### src/rtl/fetch_cfg.svh
`ifndef FETCH_CFG_SVH
`define FETCH_CFG_SVH

// instruction lanes fetched per cycle
`define FETCH_WIDTH 2

// direct-mapped cache of 64-bit lines
`define ICACHE_LINES 32

// direct-mapped branch target buffer
`define BTB_ENTRIES 16

// addi x0, x0, 0
`define NOP 32'h0000_0013

// one-bit constants
`define TRUE 1'b1
`define FALSE 1'b0

`endif

### src/rtl/mem_pkg.sv
`default_nettype none

package mem_pkg;

    typedef logic [31:0] addr_t;

    // two instructions per block
    typedef logic [63:0] mem_block_t;

    // zero means not accepted / no data
    typedef logic [3:0] mem_tag_t;

    typedef enum logic [1:0] {
        cmd_none = 2'd0,
        cmd_load = 2'd1
    } mem_command_e;

    typedef struct packed {
        mem_command_e command;
        addr_t        addr;
    } mem_req_t;

    typedef struct packed {
        mem_tag_t   transaction_tag;
        mem_block_t data;
        mem_tag_t   data_tag;
    } mem_rsp_t;

endpackage

`default_nettype wire

### src/rtl/icache.sv
`timescale 1ns/1ps
`default_nettype none
`include "fetch_cfg.svh"

module icache (
    input  logic                                   clock,
    input  logic                                   reset,
    input  mem_pkg::addr_t     [`FETCH_WIDTH-1:0]  lane_addr,
    input  logic               [`FETCH_WIDTH-1:0]  lane_req,
    input  logic                                   flush_miss,
    output mem_pkg::mem_req_t                      mem_req,
    input  mem_pkg::mem_rsp_t                      mem_rsp,
    output mem_pkg::mem_block_t [`FETCH_WIDTH-1:0] lane_data,
    output logic               [`FETCH_WIDTH-1:0]  lane_hit
);
    import mem_pkg::*;

    localparam int OFFSET_BITS = 3;
    localparam int INDEX_BITS  = $clog2(`ICACHE_LINES);
    localparam int TAG_LSB     = INDEX_BITS + OFFSET_BITS;

    typedef logic [INDEX_BITS-1:0] line_idx_t;
    typedef logic [31-TAG_LSB:0]   line_tag_t;

    typedef enum logic [1:0] {
        st_idle,
        st_request,
        st_wait
    } miss_state_e;

    logic [`ICACHE_LINES-1:0] line_valid;
    line_tag_t                line_tag  [`ICACHE_LINES];
    mem_block_t               line_data [`ICACHE_LINES];

    miss_state_e state, state_next;
    addr_t       miss_addr;
    mem_tag_t    miss_tag;
    logic        miss_found;
    addr_t       miss_lane_addr;
    logic        start_miss;
    logic        accepted;
    logic        fill_done;

    function automatic line_idx_t line_index(input addr_t addr);
        return addr[TAG_LSB-1:OFFSET_BITS];
    endfunction

    // parallel tag compare per lane
    always_comb begin
        for (int i = 0; i < `FETCH_WIDTH; i++) begin
            lane_data[i] = line_data[line_index(lane_addr[i])];
            lane_hit[i]  = lane_req[i]
                           && line_valid[line_index(lane_addr[i])]
                           && line_tag[line_index(lane_addr[i])] == lane_addr[i][31:TAG_LSB];
        end
    end

    // lowest requesting lane that misses
    always_comb begin
        miss_found     = `FALSE;
        miss_lane_addr = '0;
        for (int i = 0; i < `FETCH_WIDTH; i++) begin
            if (!miss_found && lane_req[i] && !lane_hit[i]) begin
                miss_found     = `TRUE;
                miss_lane_addr = lane_addr[i];
            end
        end
    end

    assign start_miss = state == st_idle && miss_found && !flush_miss;
    assign accepted   = state == st_request && mem_rsp.transaction_tag != '0;
    assign fill_done  = state == st_wait && mem_rsp.data_tag != '0
                        && mem_rsp.data_tag == miss_tag;

    always_comb begin
        state_next = state;
        case (state)
            st_idle:    if (start_miss) state_next = st_request;
            st_request: if (accepted) state_next = st_wait;
            st_wait:    if (fill_done) state_next = st_idle;
            default:    state_next = st_idle;
        endcase
    end

    // load held until memory returns a nonzero tag
    always_comb begin
        mem_req.command = cmd_none;
        mem_req.addr    = '0;
        if (state == st_request) begin
            mem_req.command = cmd_load;
            mem_req.addr    = miss_addr;
        end
    end

    always_ff @(posedge clock) begin
        if (reset) begin
            state      <= st_idle;
            line_valid <= '0;
        end else begin
            state <= state_next;
            if (fill_done) begin
                line_valid[line_index(miss_addr)] <= `TRUE;
            end
        end
    end

    always_ff @(posedge clock) begin
        if (start_miss) begin
            miss_addr <= {miss_lane_addr[31:OFFSET_BITS], {OFFSET_BITS{1'b0}}};
        end
        if (accepted) begin
            miss_tag <= mem_rsp.transaction_tag;
        end
        if (fill_done) begin
            line_tag[line_index(miss_addr)]  <= miss_addr[31:TAG_LSB];
            line_data[line_index(miss_addr)] <= mem_rsp.data;
        end
    end

endmodule

`default_nettype wire

### config.mk
export PLATFORM = sky130hd
export DESIGN_NAME = icache
export DESIGN_NICKNAME = d
export VERILOG_FILES = /design/src/rtl/mem_pkg.sv /design/src/rtl/icache.sv
export VERILOG_INCLUDE_DIRS = /design/src /design/src/rtl
export SDC_FILE = /design/constraint.sdc
export NUM_CORES = 2
export LEC_CHECK = 0
export BUFFER_PORTS_ARGS = -buffer_cell sky130_fd_sc_hd__buf_4
export CAP_MARGIN = 20
export CORE_MARGIN = 3
export CORE_UTILIZATION = 44
export DETAILED_ROUTE_END_ITERATION = 8
export PLACE_DENSITY = 0.58
export SETUP_SLACK_MARGIN = 0.15
export SLEW_MARGIN = 40
export SYNTH_ARGS = -nofsm -noshare
export SYNTH_HDL_FRONTEND = slang
export SYNTH_SLANG_ARGS = --single-unit
### constraint.sdc
create_clock -name clock -period 10.55 [get_ports clock]
set_clock_uncertainty 0.1 [all_clocks]
set_input_delay 1.5825 -clock clock [delete_from_list [all_inputs] [get_ports clock]]
set_output_delay 1.5825 -clock clock [all_outputs]
set_load 0.01 [all_outputs]
==> summary.md <==
| Metric | Value |
|---|---|
| Via count | 73200 |
| WP data arrival | 6.12 ns |
| Ys flop type | edfxtp_1 |
| Vias per std cell | 6.73 |
| Post-CTS Setup Inserts | 0 |
| Setup TNS | 0 ns |
| Chip Width | 556 microns |
| Placement Cell Area | 141000 sq um |
| DP HPWL | 240000 microns |
| Max clock buf depth | 4 |
| Final WS setup | 2.75 ns |
| First-pass GRT wire length | 599000 microns |
| Syn Area/Cell | 21.2 sq um |
| Cells resized by post-CTS repair | 0 |
| Top cells by area, synth | edfxtp_1 64%, mux4_2 27%, mux2i_1 1.8%, nand2_1 1.0%, clkbuf_1 0.70% |
| Routability cong. | 0.870 |
| Fill cells | 23800 |
| Placeable Area | 300000 sq um |
| Nets | 6808 |
| Clock Sinks | 2883 |
| Synth async-reset ratio | 0% |
| Most frequent cells in the layout | 2849 x edfxtp_1, 1611 x mux4_2, 393 x buf_4 |
| Area occupied by multi-input gates | 45000 sq um |
| Router iterations before antenna repair | 5 |
| CTS buffer count | 319 |
| Largest net degree at the start of global routing | 114 |
| PortBufs | 294 |
| Routed Antenna Nets | 0 |
| Share of post-route cells with drive strength above 1 | 38.8% |
| Drt drc | 0 |
| FP Rows | 201 |
| Maximum vdd ir drop | 153 uV |
| Final Max Tran Viols | 0 |
| WL final | 428000 microns |
| Pre-CTS setup slack | 2.76 ns |
| Tcrit/Tclk final | 73.9% |
| Die ar. | 309000 sq um |
| Drt wl/cell | 39.4 microns |
| Tmin final | 7.80 ns |
| Sequential fraction of the synthesis area | 64.8% |
| DRT iter0 DRCs | 9521 |
| Unrepaired setup endpoints after global routing | false |
| Mapped Cells | 6284 |
| Most common cell after layout, fill and taps aside | edfxtp_1 |
| Pwr/cell area | 169 nW/um^2 |
| Post-Syn Area | 133000 sq um |
| Synth top area share | 64.3% |
| Root Buffer Master | clkbuf_16 |
| Biggest area consumer among synthesized cells | edfxtp_1 |
| Reg area | 86200 sq um |
| GRT Total Usage | 27.6% |
| Ys Warns | 0 |
| TritonCTS clock tree | built |
| Starting Density | 44.3% |
| Final Cell Area | 152000 sq um |
| Yosys cell types | 69 |
| Area delta synth->final | 14.0% |
| Post-synth EDFFs | 2849 |
| Hold Vio Cnt, Final | 0 |
| Worst hold path type | flop to flop |
| Critical path peak fanout | 67 |
| Startpoint types | input pin |
| Clk Latency, worst-skew pair | 0.93 ns |
| F_max | 128 MHz |
| Grt total ovfl | 0 |
| Top Ports | 305 |
| Hold-fix buffers, CTS | 0 |
| Initial antenna violation count | 24 |
| Vias in the first global route | 75200 |
| Reg clk slew, reported paths | 0.05 ns |
| Leakage | 0.0481 uW |
| Status | completed |
| Slew headroom | 38.1% |
| Worst slew pin tran | 0.928 ns |
| Register bit total from synthesis | 2883 |
| Post-Route Utilization | 50.5% |
| Crit path capture type | primary output |
| Max-cap viol count | 0 |
| Required @ worst endpoint | 8.87 ns |
| CP Class | input pin to primary output |
| # setup viols final | 0 |
| Overall die height | 556 microns |
| Clock H-tree levels | 5 |
state kept, by name (all words and copies together), names as in the netlist:
name	count
line_tag	768
miss_addr	29
miss_tag	4
line_valid	32
line_data	2048
state	2
logic make-up after synthesis:
kind of cell              synth area share, %
DFF                                      64.8
muxes                                    29.4
and+or+nand+nor                          2.22
buffers and inverters                    1.58
AOI/OAI and AO/OA                        1.60
xor gates and xnor gates                0.428
other                                 0.00282
where the power goes:
group / switching, uW / internal, uW
clock: 4740 / 6210
sequential: 22.2 / 12600
combinational: 1180 / 899
total: 5940 / 19700
layout make-up:
type / count / share of cell area (%)
multi-input combinational: 2912 / 29.7
clock inverter: 168 / 1.19
clock buffer: 396 / 5.48
tap: 3958 / 3.26
antenna: 11 / 0.0181
inverter: 12 / 0.0445
timing repair buffer: 539 / 3.48
sequential: 2883 / 56.8
final timing paths:
check	start	end	slack [ns]	depth (start not counted)
max	lane_addr[4]	lane_hit[0]	2.75	10
min	line_valid[9]	line_valid[9]	0.40	2
max reg2reg	line_tag[8][6]	miss_addr[29]	5.50	10
min reg2reg	line_valid[9]	line_valid[9]	0.40	2
worst max-delay path, stage by stage:
cell and delay [ns]:
buf_8 0.58, buf_4 0.67, mux4_2 0.40, mux2i_1 0.32, o22ai_1 0.16, or3_1 0.37, a211o_1 0.30, or4_1 0.63
nor4_1 0.69, buf_4 0.25
synthesized netlist by cell type (all sizes together), types with 19 or more instances:
| master | instances |
|---|---|
| nand2 | 360 |
| mux4 | 1611 |
| buf | 232 |
| o22ai | 19 |
| dfxtp | 34 |
| and2 | 42 |
| nor2b | 25 |
| o21ai | 39 |
| a22oi | 61 |
| mux2i | 234 |
| a21oi | 25 |
| xor2 | 37 |
| nand3 | 30 |
| edfxtp | 2849 |
| nor2 | 135 |
| a22o | 49 |
| mux2 | 38 |
| a221oi | 21 |
| xnor2 | 28 |
| clkbuf | 248 |
metal layers:
layer	wire [microns]	share of wire (%)	track usage, %
met2	205000	48	43.9
met1	174000	41	39.5
met3	36000	8.4	4.85
met4	13000	3.0	7.83
met5	92	0.021	0
stage by stage:
stage	hold WS (ns)	total power, uW	std cells
2_1_floorplan	0.352	14100	6287
3_3_place_gp	0.365	14900	10200
3_5_place_dp	0.386	15000	10300
4_1_cts	0.399	25900	10900
5_1_grt	0.419	26400	10900
6_report	0.400	25700	10900
(Power assumes the default switching activity.)
